==> config.mk <==
export PLATFORM = sky130hd
export DESIGN_NAME = axi4_to_ahb
export DESIGN_NICKNAME = d
export VERILOG_FILES = /design/src/source/axi_ahb_pkg.sv /design/src/source/ahb_byte_planner.sv /design/src/source/ahb_xfer_fsm.sv /design/src/source/axi4_to_ahb.sv /design/src/source/axi_resp_gen.sv /design/src/source/axi_wr_gather.sv
export VERILOG_INCLUDE_DIRS = /design/src /design/src/source
export SDC_FILE = /design/constraint.sdc
export NUM_CORES = 1
export LEC_CHECK = 0
export BUFFER_PORTS_ARGS = -buffer_cell sky130_fd_sc_hd__buf_2
export CAP_MARGIN = 25
export CORE_MARGIN = 1.5
export CORE_UTILIZATION = 52
export CTS_CLUSTER_DIAMETER = 30
export DETAILED_ROUTE_END_ITERATION = 12
export GPL_TIMING_DRIVEN = 0
export HOLD_SLACK_MARGIN = 0.15
export PLACE_DENSITY = 0.77
export SYNTH_ARGS = -nofsm -noshare
export SYNTH_HDL_FRONTEND = slang
export SYNTH_SLANG_ARGS = --single-unit
==> constraint.sdc <==
create_clock -name ahbm_clk -period 7.1 [get_ports ahbm_clk]
set_input_delay 0.355 -clock ahbm_clk [delete_from_list [all_inputs] [get_ports ahbm_clk]]
set_output_delay 0.355 -clock ahbm_clk [all_outputs]
set_load 0.02 [all_outputs]
==> src/source/axi_ahb_settings.svh <==
// ******************************
// AXI4 to AHB-Lite bridge settings
// Bus widths, tag width, AHB and AXI codes
// ******************************
`ifndef AXI_AHB_SETTINGS_SVH
`define AXI_AHB_SETTINGS_SVH

`define AXI_TAG_W     1
`define BUS_ADDR_W    32
`define BUS_DATA_W    64
`define BUS_STRB_W    8

// AHB htrans encodings, only two are ever driven
`define HTRANS_IDLE   2'b00
`define HTRANS_NONSEQ 2'b10

`define RESP_OKAY     2'b00
`define RESP_SLVERR   2'b10

`endif

==> src/source/axi_ahb_pkg.sv <==
// ******************************
// AXI4 to AHB-Lite bridge types
// Channel structs, bus command, byte plan,
// response data views and FSM states
// ******************************
package axi_ahb_pkg;
`include "axi_ahb_settings.svh"

   typedef struct packed {
      logic [`AXI_TAG_W-1:0]  id;
      logic [`BUS_ADDR_W-1:0] addr;
      logic [2:0]             size;
   } axi_aw_t;

   typedef struct packed {
      logic [`BUS_DATA_W-1:0] data;
      logic [`BUS_STRB_W-1:0] strb;
   } axi_w_t;

   typedef struct packed {
      logic [`AXI_TAG_W-1:0]  id;
      logic [`BUS_ADDR_W-1:0] addr;
      logic [2:0]             size;
   } axi_ar_t;

   typedef struct packed {
      logic                   write;
      logic [`AXI_TAG_W-1:0]  tag;
      logic [`BUS_ADDR_W-1:0] addr;
      logic [2:0]             size;
      logic [`BUS_DATA_W-1:0] wdata;
      logic [`BUS_STRB_W-1:0] byteen;
   } bus_cmd_t;

   typedef struct packed {
      logic [`BUS_ADDR_W-1:0] haddr;
      logic [2:0]             hsize;
      logic [1:0]             htrans;
      logic                   hwrite;
   } ahb_req_t;

   typedef struct packed {
      logic       aligned;     // One transfer covers all strobes
      logic [1:0] size;
      logic [2:0] offset;
      logic [2:0] next_ptr;
      logic       last;        // No strobe left past ptr
   } byte_plan_t;

   // Read data, or the failing write address twice
   typedef union packed {
      logic [`BUS_DATA_W-1:0] rdata;
      struct packed {
         logic [`BUS_ADDR_W-1:0] addr_hi;
         logic [`BUS_ADDR_W-1:0] addr_lo;
      } err;
   } resp_data_u;

   typedef enum logic [2:0] {IDLE, CMD_RD, DATA_RD, CMD_WR, DATA_WR, DONE} xfer_state_e;

endpackage

==> src/source/ahb_byte_planner.sv <==
// ******************************
// Strobe planner
// Aligned size and offset of a write, or the
// next byte to send for a scattered strobe
// ******************************
`timescale 1ns/1ps
`include "axi_ahb_settings.svh"

module ahb_byte_planner import axi_ahb_pkg::*; (
   input  logic [2:0]             size,
   input  logic [`BUS_STRB_W-1:0] byteen,
   input  logic [2:0]             ptr,
   input  logic                   advance,
   output byte_plan_t             plan
);

   logic [1:0] pat_size;
   logic       narrow, aligned;
   logic       found;
   logic [2:0] low, nxt;

   // Doubleword strobes that map to one AHB transfer
   always_comb begin
      case (byteen)
         8'hff:                      pat_size = 2'd3;
         8'h0f, 8'hf0:               pat_size = 2'd2;
         8'h03, 8'h0c, 8'h30, 8'hc0: pat_size = 2'd1;
         default:                    pat_size = 2'd0;
      endcase
   end

   assign narrow  = (size < 3'd3);             // Byte, half and word
   assign aligned = narrow | (pat_size != 2'd0);

   // Scan downward so the lowest hit wins
   always_comb begin
      found = 1'b0;
      low   = 3'd0;
      nxt   = 3'd7;
      for (int j = `BUS_STRB_W - 1; j >= 0; j--) begin
         if (byteen[j]) begin
            low = 3'(j);
         end
         if (byteen[j] && (advance ? (j > int'(ptr)) : (j >= int'(ptr)))) begin
            nxt   = 3'(j);
            found = 1'b1;
         end
      end
   end

   always_comb begin
      plan.aligned  = aligned;
      plan.size     = !aligned ? 2'd0 : (narrow ? size[1:0] : pat_size);
      plan.offset   = low;                     // First lane of the transfer
      plan.next_ptr = nxt;
      plan.last     = ~found;
   end

endmodule

==> src/source/ahb_xfer_fsm.sv <==
// ******************************
// AHB transfer engine
// One-entry command buffer and the FSM that
// runs reads, writes and byte splits on AHB
// ******************************
`timescale 1ns/1ps
`include "axi_ahb_settings.svh"

module ahb_xfer_fsm import axi_ahb_pkg::*; (
   input  logic                   ahbm_clk,
   input  logic                   rst,
   input  logic                   cmd_valid,
   input  bus_cmd_t               cmd,
   output logic                   cmd_ready,
   output ahb_req_t               ahb,
   output logic [`BUS_DATA_W-1:0] hwdata,
   input  logic [`BUS_DATA_W-1:0] hrdata,
   input  logic                   hready,
   input  logic                   hresp,
   input  logic                   bready,
   input  logic                   rready,
   output logic                   resp_load,
   output logic [`AXI_TAG_W-1:0]  resp_tag,
   output logic                   resp_write,
   output logic                   err_load,
   output logic                   err_in,
   output logic                   resp_fire,
   output xfer_state_e            state,
   output logic [`BUS_DATA_W-1:0] hrdata_q,
   output logic [`BUS_DATA_W-1:0] buf_data
);

   xfer_state_e nxt_state;
   logic        state_en, slave_ready;
   logic        buf_wr_en, data_wr_en;
   logic        bypass_en, trxn_done;
   logic        cmd_done, cmd_done_q;
   logic        ptr_en;
   logic [2:0]  ptr_d, ptr_q;
   logic [1:0]  htrans, htrans_q;
   logic        hready_q, hwrite_q, hresp_q;
   bus_cmd_t    buf_q, src;
   byte_plan_t  plan_in, plan_buf, src_plan;

   assign slave_ready = bready & rready;

   ahb_byte_planner u_plan_in (
      .size    (cmd.size),
      .byteen  (cmd.byteen),
      .ptr     (3'd0),
      .advance (1'b0),
      .plan    (plan_in)
   );

   ahb_byte_planner u_plan_buf (
      .size    (buf_q.size),
      .byteen  (buf_q.byteen),
      .ptr     (ptr_q),
      .advance (1'b1),                         // Step past the byte just sent
      .plan    (plan_buf)
   );

   // ******************************
   // Transfer FSM
   // ******************************
   always_comb begin
      nxt_state  = IDLE;
      state_en   = 1'b0;
      cmd_ready  = 1'b0;
      buf_wr_en  = 1'b0;
      data_wr_en = 1'b0;
      bypass_en  = 1'b0;
      trxn_done  = 1'b0;
      cmd_done   = 1'b0;
      ptr_en     = 1'b0;
      ptr_d      = ptr_q;
      resp_load  = 1'b0;
      err_load   = 1'b0;
      err_in     = 1'b0;
      resp_fire  = 1'b0;
      htrans     = `HTRANS_IDLE;
      case (state)
         IDLE: begin
            cmd_ready  = 1'b1;
            nxt_state  = cmd.write ? CMD_WR : CMD_RD;
            state_en   = cmd_valid;
            buf_wr_en  = cmd_valid;
            data_wr_en = cmd_valid & cmd.write;
            bypass_en  = cmd_valid;            // Address phase straight from the command
            ptr_en     = cmd_valid;
            ptr_d      = cmd.write ? plan_in.offset : cmd.addr[2:0];
            if (cmd_valid) htrans = `HTRANS_NONSEQ;
         end
         CMD_RD: begin
            nxt_state = DATA_RD;
            state_en  = hready_q & (htrans_q != `HTRANS_IDLE) & ~hwrite_q;
            cmd_done  = state_en;
            resp_load = state_en;
            ptr_d     = buf_q.addr[2:0];
            if (!state_en) htrans = `HTRANS_NONSEQ;
         end
         DATA_RD: begin
            nxt_state  = DONE;
            state_en   = hready_q | hresp_q;
            data_wr_en = state_en;             // Park read data for DONE
            err_in     = hresp_q;
            err_load   = state_en;
            resp_load  = state_en;
         end
         CMD_WR: begin
            nxt_state = DATA_WR;
            trxn_done = hready_q & hwrite_q & (htrans_q != `HTRANS_IDLE);
            state_en  = trxn_done;
            resp_load = trxn_done;
            ptr_en    = trxn_done;
            if (trxn_done) ptr_d = plan_buf.next_ptr;
            cmd_done  = trxn_done & (plan_buf.aligned | plan_buf.last);
            if (!(cmd_done | cmd_done_q)) htrans = `HTRANS_NONSEQ;
         end
         DATA_WR: begin
            state_en  = (cmd_done_q & hready_q) | hresp_q;
            cmd_ready = state_en & ~hresp_q & slave_ready;
            if (hresp_q | ~slave_ready) begin
               nxt_state = DONE;
            end else if (cmd_valid & cmd_ready) begin
               nxt_state = cmd.write ? CMD_WR : CMD_RD;
            end else begin
               nxt_state = IDLE;
            end
            err_in     = hresp_q;
            err_load   = state_en;
            buf_wr_en  = state_en & ((nxt_state == CMD_WR) | (nxt_state == CMD_RD));
            data_wr_en = buf_wr_en;
            bypass_en  = buf_wr_en & cmd.write;  // Next write overlaps this data phase
            resp_fire  = state_en & (nxt_state != DONE);
            trxn_done  = hready_q & hwrite_q & (htrans_q != `HTRANS_IDLE);
            cmd_done   = hresp_q | (trxn_done & (plan_buf.aligned | plan_buf.last));
            ptr_en     = trxn_done | bypass_en;
            if (bypass_en) begin
               ptr_d = plan_in.offset;
            end else if (trxn_done) begin
               ptr_d = plan_buf.next_ptr;
            end
            if (!(cmd_done | cmd_done_q) || bypass_en) htrans = `HTRANS_NONSEQ;
         end
         DONE: begin
            nxt_state = IDLE;
            state_en  = slave_ready;           // Held here under back-pressure
            err_load  = slave_ready;
            resp_fire = 1'b1;
         end
         default: state_en = 1'b1;
      endcase
   end

   always_ff @(posedge ahbm_clk) begin
      if (rst) begin
         state      <= IDLE;
         cmd_done_q <= 1'b0;
         ptr_q      <= 3'd0;
      end else begin
         if (state_en) state <= nxt_state;
         if (resp_fire) begin
            cmd_done_q <= 1'b0;
         end else if (cmd_done) begin
            cmd_done_q <= 1'b1;
         end
         if (ptr_en) ptr_q <= ptr_d;
      end
   end

   // Command buffer, wdata doubles as read data holder
   always_ff @(posedge ahbm_clk) begin
      if (buf_wr_en) begin
         buf_q.write  <= cmd.write;
         buf_q.tag    <= cmd.tag;
         buf_q.addr   <= cmd.addr;
         buf_q.size   <= cmd.size;
         buf_q.byteen <= cmd.byteen;
      end
      if (data_wr_en) buf_q.wdata <= (state == DATA_RD) ? hrdata_q : cmd.wdata;
   end

   // ******************************
   // AHB sampling and drive
   // ******************************
   always_ff @(posedge ahbm_clk) begin
      if (rst) begin
         hready_q <= 1'b0;
         htrans_q <= `HTRANS_IDLE;
         hwrite_q <= 1'b0;
         hresp_q  <= 1'b0;
      end else begin
         hready_q <= hready;
         htrans_q <= htrans;
         hwrite_q <= ahb.hwrite;
         hresp_q  <= hresp;
      end
   end

   always_ff @(posedge ahbm_clk) begin
      hrdata_q <= hrdata;
   end

   assign src      = bypass_en ? cmd : buf_q;
   assign src_plan = bypass_en ? plan_in : plan_buf;

   assign ahb.haddr  = {src.addr[`BUS_ADDR_W-1:3], ptr_d};
   assign ahb.hsize  = src.write ? {1'b0, src_plan.size} : src.size;
   assign ahb.htrans = htrans;
   assign ahb.hwrite = src.write;

   assign hwdata     = buf_q.wdata;
   assign buf_data   = buf_q.wdata;
   assign resp_tag   = buf_q.tag;
   assign resp_write = buf_q.write;

   // Planner output must give naturally aligned transfers
   ahb_aligned_a: assert property (@(posedge ahbm_clk) disable iff (rst)
      ahb.htrans[1] |-> (ahb.haddr[2:0] & ((3'd1 << ahb.hsize) - 3'd1)) == 3'd0);

   // Two-cycle AHB error response
   ahb_err_a: assert property (@(posedge ahbm_clk) disable iff (rst)
      hready && hresp |-> $past(!hready && hresp));

endmodule

==> src/source/axi4_to_ahb.sv <==
// ******************************
// AXI4 slave to AHB-Lite master bridge
// Single-beat 64-bit transfers
// ******************************
`timescale 1ns/1ps
`include "axi_ahb_settings.svh"

module axi4_to_ahb import axi_ahb_pkg::*; (
   input  logic                   ahbm_clk,
   input  logic                   rst,
   input  logic                   awvalid,
   output logic                   awready,
   input  axi_aw_t                aw,
   input  logic                   wvalid,
   output logic                   wready,
   input  axi_w_t                 w,
   output logic                   bvalid,
   input  logic                   bready,
   output logic [`AXI_TAG_W-1:0]  bid,
   output logic [1:0]             bresp,
   input  logic                   arvalid,
   output logic                   arready,
   input  axi_ar_t                ar,
   output logic                   rvalid,
   input  logic                   rready,
   output logic [`AXI_TAG_W-1:0]  rid,
   output logic [1:0]             rresp,
   output logic [`BUS_DATA_W-1:0] rdata,
   output ahb_req_t               ahb,
   output logic [`BUS_DATA_W-1:0] hwdata,
   input  logic [`BUS_DATA_W-1:0] hrdata,
   input  logic                   hready,
   input  logic                   hresp
);

   logic                   cmd_valid, cmd_ready;
   bus_cmd_t               cmd;
   logic                   resp_load, resp_write, resp_fire;
   logic [`AXI_TAG_W-1:0]  resp_tag;
   logic                   err_load, err_in;
   xfer_state_e            state;
   logic [`BUS_DATA_W-1:0] hrdata_q, buf_data;

   axi_wr_gather u_wr_gather (
      .ahbm_clk, .rst,
      .awvalid, .awready, .aw,
      .wvalid, .wready, .w,
      .arvalid, .arready, .ar,
      .cmd_valid, .cmd_ready, .cmd
   );

   ahb_xfer_fsm u_xfer_fsm (
      .ahbm_clk, .rst,
      .cmd_valid, .cmd, .cmd_ready,
      .ahb, .hwdata, .hrdata, .hready, .hresp,
      .bready, .rready,
      .resp_load, .resp_tag, .resp_write,
      .err_load, .err_in, .resp_fire,
      .state, .hrdata_q, .buf_data
   );

   axi_resp_gen u_resp_gen (
      .ahbm_clk, .rst,
      .resp_load, .tag_in(resp_tag), .write_in(resp_write),
      .err_load, .err_in, .resp_fire,
      .state, .hrdata_q, .buf_data,
      .ahb, .hready, .bready, .rready,
      .bvalid, .bid, .bresp,
      .rvalid, .rid, .rresp, .rdata
   );

endmodule

==> src/source/axi_resp_gen.sv <==
// ******************************
// AXI response generator
// Response tag and error flags, last write
// address, and B / R channel drive
// ******************************
`timescale 1ns/1ps
`include "axi_ahb_settings.svh"

module axi_resp_gen import axi_ahb_pkg::*; (
   input  logic                   ahbm_clk,
   input  logic                   rst,
   input  logic                   resp_load,
   input  logic [`AXI_TAG_W-1:0]  tag_in,
   input  logic                   write_in,
   input  logic                   err_load,
   input  logic                   err_in,
   input  logic                   resp_fire,
   input  xfer_state_e            state,
   input  logic [`BUS_DATA_W-1:0] hrdata_q,
   input  logic [`BUS_DATA_W-1:0] buf_data,
   input  ahb_req_t               ahb,
   input  logic                   hready,
   input  logic                   bready,
   input  logic                   rready,
   output logic                   bvalid,
   output logic [`AXI_TAG_W-1:0]  bid,
   output logic [1:0]             bresp,
   output logic                   rvalid,
   output logic [`AXI_TAG_W-1:0]  rid,
   output logic [1:0]             rresp,
   output logic [`BUS_DATA_W-1:0] rdata
);

   logic [`AXI_TAG_W-1:0]  tag_q;
   logic                   write_q, err_q;
   logic [`BUS_ADDR_W-1:0] last_addr;
   logic                   last_addr_en, taken;
   resp_data_u             data;

   // Accepted write address phase
   assign last_addr_en = (ahb.htrans != `HTRANS_IDLE) & hready & ahb.hwrite;

   always_ff @(posedge ahbm_clk) begin
      if (rst) begin
         write_q <= 1'b0;
         err_q   <= 1'b0;
      end else begin
         if (resp_load) write_q <= write_in;
         if (err_load)  err_q   <= err_in;
      end
   end

   always_ff @(posedge ahbm_clk) begin
      if (resp_load)    tag_q     <= tag_in;
      if (last_addr_en) last_addr <= ahb.haddr;
   end

   always_comb begin
      if (err_q) begin
         data.err.addr_hi = last_addr;
         data.err.addr_lo = last_addr;
      end else begin
         data.rdata = (state == DONE) ? buf_data : hrdata_q;
      end
   end

   assign taken  = resp_fire & bready & rready;  // Needs both channels ready
   assign bvalid = taken & write_q;
   assign rvalid = taken & ~write_q;
   assign bid    = tag_q;
   assign rid    = tag_q;
   assign bresp  = err_q ? `RESP_SLVERR : `RESP_OKAY;
   assign rresp  = err_q ? `RESP_SLVERR : `RESP_OKAY;
   assign rdata  = data.rdata;

endmodule

==> src/source/axi_wr_gather.sv <==
// ******************************
// Write gather buffer
// Holds one AW and one W beat and picks the
// next command, write before read
// ******************************
`timescale 1ns/1ps
`include "axi_ahb_settings.svh"

module axi_wr_gather import axi_ahb_pkg::*; (
   input  logic     ahbm_clk,
   input  logic     rst,
   input  logic     awvalid,
   output logic     awready,
   input  axi_aw_t  aw,
   input  logic     wvalid,
   output logic     wready,
   input  axi_w_t   w,
   input  logic     arvalid,
   output logic     arready,
   input  axi_ar_t  ar,
   output logic     cmd_valid,
   input  logic     cmd_ready,
   output bus_cmd_t cmd
);

   logic    aw_vld, w_vld;
   logic    aw_en, w_en;
   logic    wr_cmd, wr_sent;
   axi_aw_t aw_q;
   axi_w_t  w_q;

   assign wr_cmd  = aw_vld & w_vld;            // Both halves stored
   assign wr_sent = wr_cmd & cmd_ready;

   assign awready = ~(aw_vld & ~wr_sent) & cmd_ready;
   assign wready  = ~(w_vld & ~wr_sent) & cmd_ready;
   assign arready = ~wr_cmd & cmd_ready;

   assign aw_en = awvalid & awready;
   assign w_en  = wvalid & wready;

   always_ff @(posedge ahbm_clk) begin
      if (rst) begin
         aw_vld <= 1'b0;
         w_vld  <= 1'b0;
      end else begin
         aw_vld <= aw_en | (aw_vld & ~wr_sent);   // A new beat refills the slot
         w_vld  <= w_en | (w_vld & ~wr_sent);
      end
   end

   always_ff @(posedge ahbm_clk) begin
      if (aw_en) aw_q <= aw;
      if (w_en)  w_q  <= w;
   end

   // ******************************
   // Command select
   // ******************************
   assign cmd_valid = wr_cmd | arvalid;

   always_comb begin
      cmd.write  = wr_cmd;
      cmd.tag    = wr_cmd ? aw_q.id : ar.id;
      cmd.addr   = wr_cmd ? aw_q.addr : ar.addr;
      cmd.size   = wr_cmd ? aw_q.size : ar.size;
      cmd.wdata  = w_q.data;
      cmd.byteen = w_q.strb;
   end

   // Stored address is kept until it goes out
   aw_hold_a: assert property (@(posedge ahbm_clk) disable iff (rst)
      aw_vld && !wr_sent |=> $stable(aw_q));

endmodule

After elaboration in Yosys (flattened, before gate mapping)

Cells that the tools add are included.
W data, S select, Z words.

Bits in latches: 0
Register bits: 330
Memory bits (read-only): 0
Output and inout bits: 177
Logic and storage cells: 214
Memories kept: 0
Memory bits (writable): 0
Input bits: 217

$lt $le $gt $ge: 9
Add/subtract/negate cells: 0
Multiply operators: 0
Divide/modulo/power cells: 0
Bitwise gates (word level): 53
Reduce and logical (&&, ||, !) cells: 20
Shift operators: 0
Equality and inequality tests: 22
Multiplexer cells: 85

Operators with widths:

| operator             | number |
|---|---|
| $mux W64             | 3 |
| $mux W109            | 1 |
| $mux W3              | 35 |
| $eq A8 B8 Y1 const B | 6 |
| $eq A8 B4 Y1 const B | 4 |
| $mux W32             | 1 |
| $and A1 B1 Y1        | 29 |
| $mux W2              | 10 |
| $mux W1              | 19 |
| $eq A8 B2 Y1 const B | 2 |
| $eq A8 B6 Y1 const B | 2 |
| $pmux W1 S3          | 5 |
| $pmux W3 S5          | 1 |
| $or A1 B1 Y1         | 14 |
| $gt A3 B3 Y1 const A | 4 |
| $pmux W2 S3          | 2 |
| $pmux W3 S4          | 1 |
| $not A1 Y1           | 10 |
| $eq A3 B2 Y1 const B | 3 |
| $mux W9              | 1 |
| $pmux W1 S2          | 4 |
| $pmux W2 S4          | 1 |
| $reduce_bool A2 Y1   | 4 |
| $reduce_or A2 Y1     | 4 |
| 12 further kinds     | 23 |

Longest topological paths before layout

Gate-level depths: netlist of the first run.

Word-level depth: 21
Gate-level depth with buffers: 9
Gate-level depth less buffers: 7

By module

A second synthesis of the first run with hierarchy kept.

Cell total of the unflattened synthesis: 1141
Area total of the unflattened synthesis: 14894.3 µm²

Modules (own cells, without submodules):

| module           | sequential area each (µm²) | cells each | area each (µm²) | times used |
|---|---|---|---|---|
| ahb_xfer_fsm     | 4774.6                     | 545        | 7801.2          | 1 |
| axi_wr_gather    | 3283.1                     | 167        | 3847.4          | 1 |
| axi_resp_gen     | 1031.0                     | 301        | 2412.3          | 1 |
| ahb_byte_planner | 0.0                        | 64         | 416.6           | 2 |

Least setup slack after synthesis of the first run

No wires, ideal clock.

Path kind: register -> register
Start point: register u_xfer_fsm.state[0]
End point: register u_xfer_fsm.buf_q, in the netlist u_xfer_fsm.buf_data[0], enable pin
Period minus slack after synthesis: 5070 ps
Setup time: 509 ps
Data arrival time: 4561 ps
Required time: 6591 ps
Cell stages (with the launch flop): 7
Slack: 2030 ps
Buffers on the path: 2
Path through: dfxtp_1 -> buf_6 -> or3b_1 -> buf_6 -> nor3_1 -> a21oi_1 -> o22ai_1

Word-level cells in the longest chain between the ends: 2
Elaborated cells between the ends (all ways): 4
Classes of those cells: eq/ne (2); mux (1); reduce/logical (1)

Ends and longest elaborated chain:

| element                              | line                | RTL |
|---|---|---|
| start, declared                      | ahb_xfer_fsm.sv:28  | `output xfer_state_e state,` |
| start signal, assigned               | ahb_xfer_fsm.sv:162 | `if (state_en) state <= nxt_state;` |
| $eq A3 B3 Y1 (tied with other cells) | ahb_xfer_fsm.sv:82  | `case (state)` |
| $pmux W1 S3 *                        | ahb_xfer_fsm.sv:82  |  |
| net u_xfer_fsm.data_wr_en            | ahb_xfer_fsm.sv:35  | `logic buf_wr_en, data_wr_en;` |
| end, declared                        | ahb_xfer_fsm.sv:42  | `bus_cmd_t buf_q, src;` |

The timed path passes the listed nets; every way through them passes the cells marked *.
A chain may end at the register's enable or synchronous reset.

Final worst setup path of the first run

Start point: register u_xfer_fsm.state[2]
End point: output rdata[45]

Word-level cells in the longest chain between the ends: 3

Ends and longest elaborated chain:

| element       | line               | RTL |
|---|---|---|
| $eq A3 B3 Y1  | axi_resp_gen.sv:63 | `data.rdata = (state == DONE) ? buf_data : hrdata_q;` |
| $mux W64      | axi_resp_gen.sv:63 |  |
| $mux W64      | axi_resp_gen.sv:59 | `if (err_q) begin` |
| end, declared | axi4_to_ahb.sv:28  | `` output logic [`BUS_DATA_W-1:0] rdata, `` |

Every way passes these cells.

==> flow_summary.yaml, run 1 <==
clock_network:
  clk_pin_slew_ns: 0.05
  cts_tree: "built"
  clockBufferDepth: 3
  clkLatencyLatePin_ns: 0.56
  cts_max_level: 3
  numCtsBuffers: 69
  clkSinkCount: 329
  clock_tree.root_cell: "clkbuf_16"
placed_design:
  dpl.hpwl_um: 29100
  routabilityCongestion: 0.926
  portBuffers: 390
floorplan:
  pin_count: 394
  start_util_pct: 52.6
  design.core.area_um2: 25900
  dieArea_um2: 27200
  fp.dieH_um: 165
  die_width_um: 165
  rows: 59
critical_path:
  worstPathMaxFanout: 10
  start_kind: "flip-flop"
  worstPathRequired_ns: 6.74
  reg2reg_slack_ns: 3.43
  crit_type: "reg -> out"
  worstSetupEndpointType: "output pin"
  crit_arrival_ns: 3.78
detailed_routing:
  drt_iter0_markers: 1512
  routed_wl_um: 51000
  wl_per_cell_um: 23.4
  drc: 0
  dr.pass1.iters: 6
  via_per_inst: 5.70
  vias: 12418
  ant_nets: 0
job:
  maxCapViolCount: 0
yosys:
  syn_area_um2: 13600
  synth_cell_type_count: 64
  synthArstFlopShare_pct: 0
  netlist_instances: 1101
  ys_warn_count: 0
  post-synth-top-area-cell: "edfxtp_1"
  ys.flop_type: "edfxtp_1"
  ys_ff_latch: 329
  ys_top_cells_by_area: "edfxtp_1, dfxtp_1, mux2_2"
  synth_top_area_share_pct: 55.0
  synth_edf_count: 250
  avgSynthCellArea_um2: 12.4
  yosysSeqAreaShare_pct: 66.6
layout:
  fin_nets: 1996
  fillers: 1332
  layout_common_cells: "buf_2, nand2_1, edfxtp_1"
  register_area_um2: 9090
  drive_above_1_share_pct: 38.3
  multiInputGateArea_um2: 3770
  area_growth_pct: 52.3
  mostFrequentLayoutCell: "buf_2"
power:
  power.leakage_nw: 8.73
  vdd_drop_max_mv: 0.427
  pwr-share-seq_pct: 33.8
  p_per_area_nw_per_um2: 385
  power.net_switching_mw: 2.44
  combPwrFrac_pct: 23.7
  p_total_mw: 8.00
  p_sw_share_pct: 30.5
  p_int_mw: 5.55
  p_clk_share_pct: 42.5
grt:
  grt_start_max_net_pins: 43
  grt_overflow: 0
  antenna_found_initial: 7
  grt_pass1_wl_um: 73100
  grtUsageTotal_pct: 36.7
  grt_pass1_vias: 12920
timing:
  fin_crit_ns: 4.14
  tightest_slew_ns: 1.09
  worst_hold_slack_ns: 0.177
  clock.fmax_mhz: 242
  finalSetupViolations: 0
  fin_skew_ns: 0.0337
  rsz0062_at_grt: "no"
  fin_crit_sh_pct: 58.3
  maxSlewHeadroom_pct: 27.6
  hold_viol_final: 0
  slew_viol_final: 0
status:
  status: "finished clean"
min_path:
  hold_path.class: "in -> reg"
-- power by group through the flow --
stage                     logic, mW  registers [mW]  clock network, mW
after global placement         1.62            2.73                  0
after detailed placement       1.72            2.71                  0
after CTS                      1.83            2.68               3.36
after floorplan                1.10            2.68                  0
final                          1.90            2.70               3.40
after global routing           1.99            2.72               3.51
-- timing repair --
| action | CTS | global route |
|---|---|---|
| hold buffers | 209 | 0 |
| endpoints found under the hold margin | 207 | 0 |
| buffers inserted | 0 | 0 |
| resized for setup | 0 | 0 |
-- per-layer routing --
layer / vias up / share of wire, % / track usage (%)
li1: 5299 / - / -
met1: 5885 / 34 / 40.6
met2: 980 / 50 / 63.6
met3: 252 / 10 / 10.1
met4: 2 / 5.7 / 21.1
met5: - / 0.018 / 0
-- logic make-up after synthesis --
kind of cell	Yosys count	synth area share, %
AOI/OAI and AO/OA	158	7.81
xor gates and xnor gates	1	0.0642
buffers and inverters	140	6.05
DFF	329	66.6
muxes	96	7.91
other	1	0.0275
and+or+nand+nor	376	11.5
-- synth_stat cells, drive strengths merged, types with 3 or more instances --
cell    count
and3        3
nand2b      4
o21a        3
buf        89
clkbuf     35
o21ai      11
nor2b       4
nand3b      3
a21oi      32
o21bai      4
a311oi      3
nand3       4
a211oi      4
a31oi      68
a21o        4
inv        15
nor3       14
nor2       62
mux2       94
or4         3
dfxtp      79
edfxtp    250
o31ai       4
nand4       5
nand2     261
o22ai       5
-- flip-flops by register name, summed over array words and instances (netlist names), 3 cells and up --
| register | cells |
|---|---|
| u_resp_gen.last_addr | 32 |
| u_wr_gather.aw_q | 36 |
| u_wr_gather.cmd | 72 |
| u_xfer_fsm.buf_data | 64 |
| u_xfer_fsm.buf_q | 43 |
| u_xfer_fsm.hrdata_q | 64 |
| u_xfer_fsm.ptr_q | 3 |
| u_xfer_fsm.state | 3 |
-- per-stage QoR --
stage	std cells	setup WS [ns]	area (µm²)	setup TNS (ns)	utilization [%]
after floorplan	1103	2.03	13600	0	-
after global placement	1828	-0.769	16000	-48.77	61.8
after detailed placement	1834	3.52	16200	0	62.5
after CTS	2171	3.13	20800	0	80.1
after global routing	2177	2.78	20800	0	80.2
final	2179	2.96	20800	0	80.2
-- cell type report --
cell class | count | area share, %
Tap cell | 335 | 2.02
Buffer | 124 | 3.69
Timing Repair Buffer | 605 | 20.2
Clock inverter | 44 | 2.88
Inverter | 16 | 0.289
Multi-Input combinational cell | 634 | 18.1
Clock buffer | 84 | 8.97
Sequential cell | 329 | 43.7
Antenna cell | 8 | 0.0964
-- worst max-delay path: stages (launching register included) --
cell and delay [ns]:
dfxtp_1 0.43, clkbuf_1 0.37, nand2_1 0.11, nor2_1 0.32, clkbuf_1 0.76, buf_1 0.56
nand2_1 0.17, a31oi_1 0.28, buf_2 0.22
-- worst paths after layout --
kind | startpoint | to | depth (start not counted)
worst max-delay path | u_xfer_fsm.state[2]$_SDFFE_PP0P_ | rdata[45] | 8
worst min-delay path | ar[25] | u_xfer_fsm.buf_q[97]$_DFFE_PP_ | 3
worst max register to register | u_xfer_fsm.state[1]$_SDFFE_PP0P_ | u_xfer_fsm.buf_data[9]$_DFFE_PP_ | 7
worst min register to register | u_xfer_fsm.resp_tag$_DFFE_PP_ | u_resp_gen.bid$_DFFE_PP_ | 0
Note: power is estimated with default switching activity, not from simulation.
==> inputs of run 2 (changes only) <==
Settings changed: ABC_AREA set to 1, CORE_UTILIZATION 52 to 47, PLACE_DENSITY 0.77 to 0.73.
Clock period 7.1 ns to 3.6 ns, I/O delays scaled along.
==> flow_summary.yaml, run 2 <==
status:
  status: "finished clean"
floorplan:
  design.core.area_um2: 28600
  rows: 62
  pin_count: 394
  start_util_pct: 47.6
  dieArea_um2: 30000
  fp.dieH_um: 173
  die_width_um: 173
yosys:
  synth_top_area_share_pct: 55.1
  ys_warn_count: 0
  synthArstFlopShare_pct: 0
  avgSynthCellArea_um2: 10.3
  ys_ff_latch: 329
  ys.flop_type: "edfxtp_1"
  post-synth-top-area-cell: "edfxtp_1"
  netlist_instances: 1325
  yosysMostFrequentCell: "nand2_1"
  synthTopCellsByCount: "nand2_1, edfxtp_1, o21ai_0"
  ys_top_cells_by_area: "edfxtp_1, dfxtp_1, nand2_1"
  yosysSeqAreaShare_pct: 66.7
  synth_cell_type_count: 30
  syn_area_um2: 13600
  synth_edf_count: 250
power:
  vdd_drop_max_mv: 0.576
  p_per_area_nw_per_um2: 845
  p_total_mw: 17.8
  power.leakage_nw: 9.53
critical_path:
  worstPathMaxFanout: 10
  crit_path_cell_trace: "clkbuf_1 -> clkbuf_1 -> nand2_1 -> o21ai_0 -> buf_2"
  cp_slowest_cell: "dfxtp_1"
  reg2reg_from: "u_xfer_fsm.hready_q$_SDFF_PP0_"
  slowest_delay_ns: 0.64
  start_kind: "flip-flop"
  worstPathRequired_ns: 3.42
  cp_common_cell: "clkbuf_1"
  reg2reg_slack_ns: 0.73
  crit_arrival_ns: 3.00
  worstSetupEndpointType: "output pin"
  crit_type: "reg -> out"
  rr_worst_depth: 12
  reg2reg_to: "u_wr_gather.cmd[57]$_DFFE_PP_"
placed_design:
  routabilityCongestion: 0.917
  portBuffers: 389
  dpl.hpwl_um: 32000
  place_ws_ns: 0.723
min_path:
  min_to: "u_xfer_fsm.hwrite_q$_SDFF_PP0_"
  hold_path.class: "in -> reg"
  hold_depth: 6
  worstHoldStart: "arvalid"
timing:
  clock.fmax_mhz: 314
  maxSlewHeadroom_pct: 34.3
  fin_crit_ns: 3.18
  setup_ws_ns: 0.416
  hold_viol_final: 0
  rsz0062_at_grt: "no"
  slew_viol_final: 0
  fin_crit_sh_pct: 88.5
  worst_hold_slack_ns: 0.188
  finalSetupViolations: 0
  fin_skew_ns: 0.0299
  tightest_slew_ns: 0.985
layout:
  drive_above_1_share_pct: 30.5
  area_growth_pct: 54.7
  layout_common_cells: "buf_2, nand2_1, edfxtp_1"
  largest_register_ffs: 72
  mostFrequentLayoutCell: "buf_2"
  fin_nets: 2233
  fillers: 1804
detailed_routing:
  via_per_inst: 5.22
  wl_per_cell_um: 20.4
  ant_nets: 0
  vias: 12881
  routed_wl_um: 50300
  dr.pass1.iters: 7
  drc: 0
  drt_iter0_markers: 1159
clock_network:
  clk_pin_slew_ns: 0.05
  clkLatencyLatePin_ns: 0.58
  clockBufferDepth: 3
  clock_tree.root_cell: "clkbuf_16"
  clkSinkCount: 329
  numCtsBuffers: 75
  cts_tree: "built"
  post_cts_buffers: 0
  cts_max_level: 3
grt:
  grtUsageTotal_pct: 33.1
  grt_pass1_wl_um: 75000
  grt_pass1_vias: 13330
  grt_overflow: 0
  grt_start_max_net_pins: 41
  antenna_found_initial: 6
job:
  maxCapViolCount: 0
## run 2: critical path: cells and delay by family, from the launching register on
family / cells / cell delay, ns
buffers and inverters: 3 / 1.23
DFF: 1 / 0.64
and+or+nand+nor: 1 / 0.34
AOI/OAI and AO/OA: 1 / 0.22
## run 2: area by class of cell
class / count / area, µm² / share of cell area, %
clock inverters: 56 / 753 / 3.57
well taps: 384 / 480 / 2.28
repair buffers: 612 / 4240 / 20.1
flip-flops and latches: 329 / 9090 / 43.1
diodes: 4 / 10.0 / 0.0474
plain buffers: 124 / 773 / 3.66
multi-input cells: 751 / 3350 / 15.9
clock buffers: 83 / 1940 / 9.18
inverters: 123 / 462 / 2.19
## run 2: worst max-delay path by stage
stage / endpoint / slack, ns / from
4_1_cts: rdata[16] / 0.46 / u_resp_gen.err_q$_SDFFE_PP0P_
3_3_place_gp: u_wr_gather.cmd[58]$_DFFE_PP_ / -1.08 / u_xfer_fsm.state[2]$_SDFFE_PP0P_
6_report: rdata[17] / 0.42 / u_resp_gen.err_q$_SDFFE_PP0P_
2_1_floorplan: u_wr_gather.cmd[0]$_DFFE_PP_ / 0.33 / u_xfer_fsm.state[0]$_SDFFE_PP0P_
3_5_place_dp: u_wr_gather.cmd[57]$_DFFE_PP_ / 0.72 / u_xfer_fsm.hready_q$_SDFF_PP0_
5_1_grt: rdata[17] / 0.25 / u_resp_gen.err_q$_SDFFE_PP0P_
## run 2: per-layer routing
layer | wire length [µm] | global-route usage (%)
met1 | 18600 | 38.5
met2 | 23900 | 55.3
met3 | 4910 | 8.57
met4 | 2820 | 19.4
met5 | 38 | 0
## run 2: logic make-up (layout without fill, tap and decap cells)
logic type | Yosys count | in the layout | share of synthesized area (%)
flops | 329 | 329 | 66.7
buf+inv | 247 | 998 | 9.06
compound gates | 271 | 271 | 10.5
simple gates | 477 | 477 | 13.8
other cells | 1 | 7 | 0.0275
## run 2: power breakdown
group          internal, mW  switching [mW]
registers              5.31           0.357
logic                  1.54            3.36
clock network          4.93            2.31
## run 2: metrics by stage
step | util [%] | TNS, ns | std cells | area [µm²]
2_1_floorplan | - | 0 | 1327 | 13600
3_3_place_gp | 56.2 | -154.31 | 2100 | 16100
3_5_place_dp | 56.8 | 0 | 2108 | 16200
4_1_cts | 73.7 | 0 | 2462 | 21100
5_1_grt | 73.7 | 0 | 2465 | 21100
6_report | 73.7 | 0 | 2466 | 21100
## run 2: what timing repair did
action / CTS / global route
hold endpoints to repair: 264 / 0
gates resized for setup: 0 / 0
endpoints found under the setup margin: 0 / 0
hold buffers: 215 / 0
==> inputs of run 3 (changes only) <==
--- a/config.mk
+++ b/config.mk
@@ -10,4 +10,5 @@
 export BUFFER_PORTS_ARGS = -buffer_cell sky130_fd_sc_hd__buf_2
 export CAP_MARGIN = 25
+export CORE_ASPECT_RATIO = 0.6
 export CORE_MARGIN = 1.5
 export CORE_UTILIZATION = 47
==> constraint.sdc (replaced) <==
create_clock -name ahbm_clk -period 3.6 [get_ports ahbm_clk]
set_input_delay 0.72 -clock ahbm_clk [delete_from_list [all_inputs] [get_ports ahbm_clk]]
set_output_delay 0.72 -clock ahbm_clk [all_outputs]
set_load 0.02 [all_outputs]
==> flow_summary.yaml, run 3 (same netlist as run 2, synthesis figures left out) <==
job:
  maxCapViolCount: 0
clock_network:
  clock_tree.root_cell: "clkbuf_16"
  postCtsHoldBufs: 0
  cts_max_level: 2
  clkLatencyLatePin_ns: 0.56
  clkSinkCount: 329
  clk_pin_slew_ns: 0.06
  numCtsBuffers: 49
  clockBufferDepth: 3
  cts_tree: "built"
timing:
  maxSlewHeadroom_pct: 31.3
  hold_viol_final: 0
  rsz0062_at_grt: "no"
  tightest_slew_ns: 1.03
  slew_viol_final: 0
  setup-tns-final_ns: 0
  clock.fmax_mhz: 284
  fin_skew_ns: 0.0136
  finalSetupViolations: 0
  fin_crit_ns: 3.52
  fin_crit_sh_pct: 97.7
detailed_routing:
  drc: 0
  ant_nets: 0
  via_per_inst: 5.25
  wl_per_cell_um: 20.4
  vias: 11539
  dr.pass1.iters: 8
  drt_iter0_markers: 1140
  routed_wl_um: 44700
placed_design:
  dpl.hpwl_um: 33600
  portBuffers: 389
  routabilityCongestion: 0.959
status:
  status: "finished clean"
critical_path:
  worstSetupEndpointType: "output pin"
  crit_arrival_ns: 2.80
  crit_type: "reg -> out"
  worstPathRequired_ns: 2.88
  worstPathMaxFanout: 10
  start_kind: "flip-flop"
layout:
  drive_above_1_share_pct: 33.3
  largest_register_ffs: 72
  mostFrequentLayoutCell: "buf_2"
  fin_nets: 1993
  fillers: 2311
  register_area_um2: 9090
  layout_common_cells: "buf_2, nand2_1, edfxtp_1"
  multiInputGateArea_um2: 3390
  fin_util_pct: 62.8
  area_growth_pct: 32.0
floorplan:
  rows: 48
  pin_count: 394
  design.core.area_um2: 28600
  fp.dieH_um: 135
  start_util_pct: 47.6
  die_width_um: 223
  dieArea_um2: 30100
power:
  p_sw_share_pct: 36.0
  pwr-share-seq_pct: 37.2
  p_per_area_nw_per_um2: 841
  vdd_drop_max_mv: 0.480
  p_clk_share_pct: 31.5
  power.net_switching_mw: 5.45
  p_total_mw: 15.1
  combPwrFrac_pct: 31.3
  power.leakage_nw: 8.18
  p_int_mw: 9.69
grt:
  grt_pass1_wl_um: 64400
  antenna_found_initial: 8
  grt_start_max_net_pins: 39
  grt_pass1_vias: 10908
  grtUsageTotal_pct: 29.0
  grt_overflow: 0
min_path:
  hold_path.class: "in -> reg"
## run 3: changes by cell type in the layout (fill, tap and decap cells not counted), sizes merged
cell         change
dlygate4sd3    -215
bufinv          -11
diode            +2
clkinvlp         -4
inv              -3
clkinv          -11
clkbuf          -17
## run 3: worst max-delay path, cell delays in order, from the launching register on
cell and delay, ns:
dfxtp_1 0.51, nand3_2 0.27, buf_2 0.29, clkbuf_2 0.31, nand2_1 0.14, o21ai_0 0.10
o21ai_0 0.35, buf_2 0.26
## run 3: layout make-up
cell class | count | share of cell area [%]
sequential | 329 | 50.5
multi-input combinational | 751 | 18.9
timing repair buffer | 398 | 11.8
clock buffer | 65 | 7.72
buffer | 124 | 4.35
tap | 375 | 2.61
inverter | 123 | 2.57
clock inverter | 27 | 1.52
antenna | 6 | 0.0834
## run 3: path summary, 6_finish.rpt
| kind | from | end | slack (ns) | depth (start not counted) |
|---|---|---|---|---|
| worst min register to register | u_xfer_fsm.resp_tag$_DFFE_PP_ | u_resp_gen.bid$_DFFE_PP_ | 0.42 | 0 |
| worst max-delay path | u_xfer_fsm.state[2]$_SDFFE_PP0P_ | rdata[31] | 0.08 | 7 |
| worst min-delay path | hrdata[19] | u_xfer_fsm.hrdata_q[19]$_DFF_P_ | 0.26 | 1 |
| worst max register to register | u_xfer_fsm.state[2]$_SDFFE_PP0P_ | u_wr_gather.cmd[9]$_DFFE_PP_ | 0.71 | 8 |
## run 3: power by group through the flow
stage          combinational (mW)  clock (mW)  sequential, mW
2_1_floorplan                2.79           0            5.62
3_3_place_gp                 4.35           0            5.76
3_5_place_dp                 4.64           0            5.70
4_1_cts                      4.67        4.81            5.63
5_1_grt                      5.08        4.98            5.71
6_report                     4.74        4.77            5.64
## run 3: routing by layer
layer  track usage, %  share of wire (%)
met2             45.3                 45
met4             9.67                2.8
met1             40.8                 43
met3             5.77                9.1
met5                0              0.054
## run 3: repair_timing
action / CTS / global route
gates resized for setup: 7 / 9
endpoints found under the setup margin: 69 / 13
setup buffers: 0 / 0
## run 3: stage by stage
| step | worst slack [ns] | hold WS [ns] | std cells | area [µm²] |
|---|---|---|---|---|
| after floorplan | 0.00797 | 0.400 | 1327 | 13700 |
| after global placement | -1.64 | 0.405 | 2091 | 16100 |
| after detailed placement | 0.235 | 0.410 | 2099 | 16300 |
| after CTS | 0.0297 | 0.239 | 2191 | 17900 |
| after global routing | 0.00229 | 0.241 | 2196 | 18000 |
| final | 0.0824 | 0.260 | 2198 | 18000 |
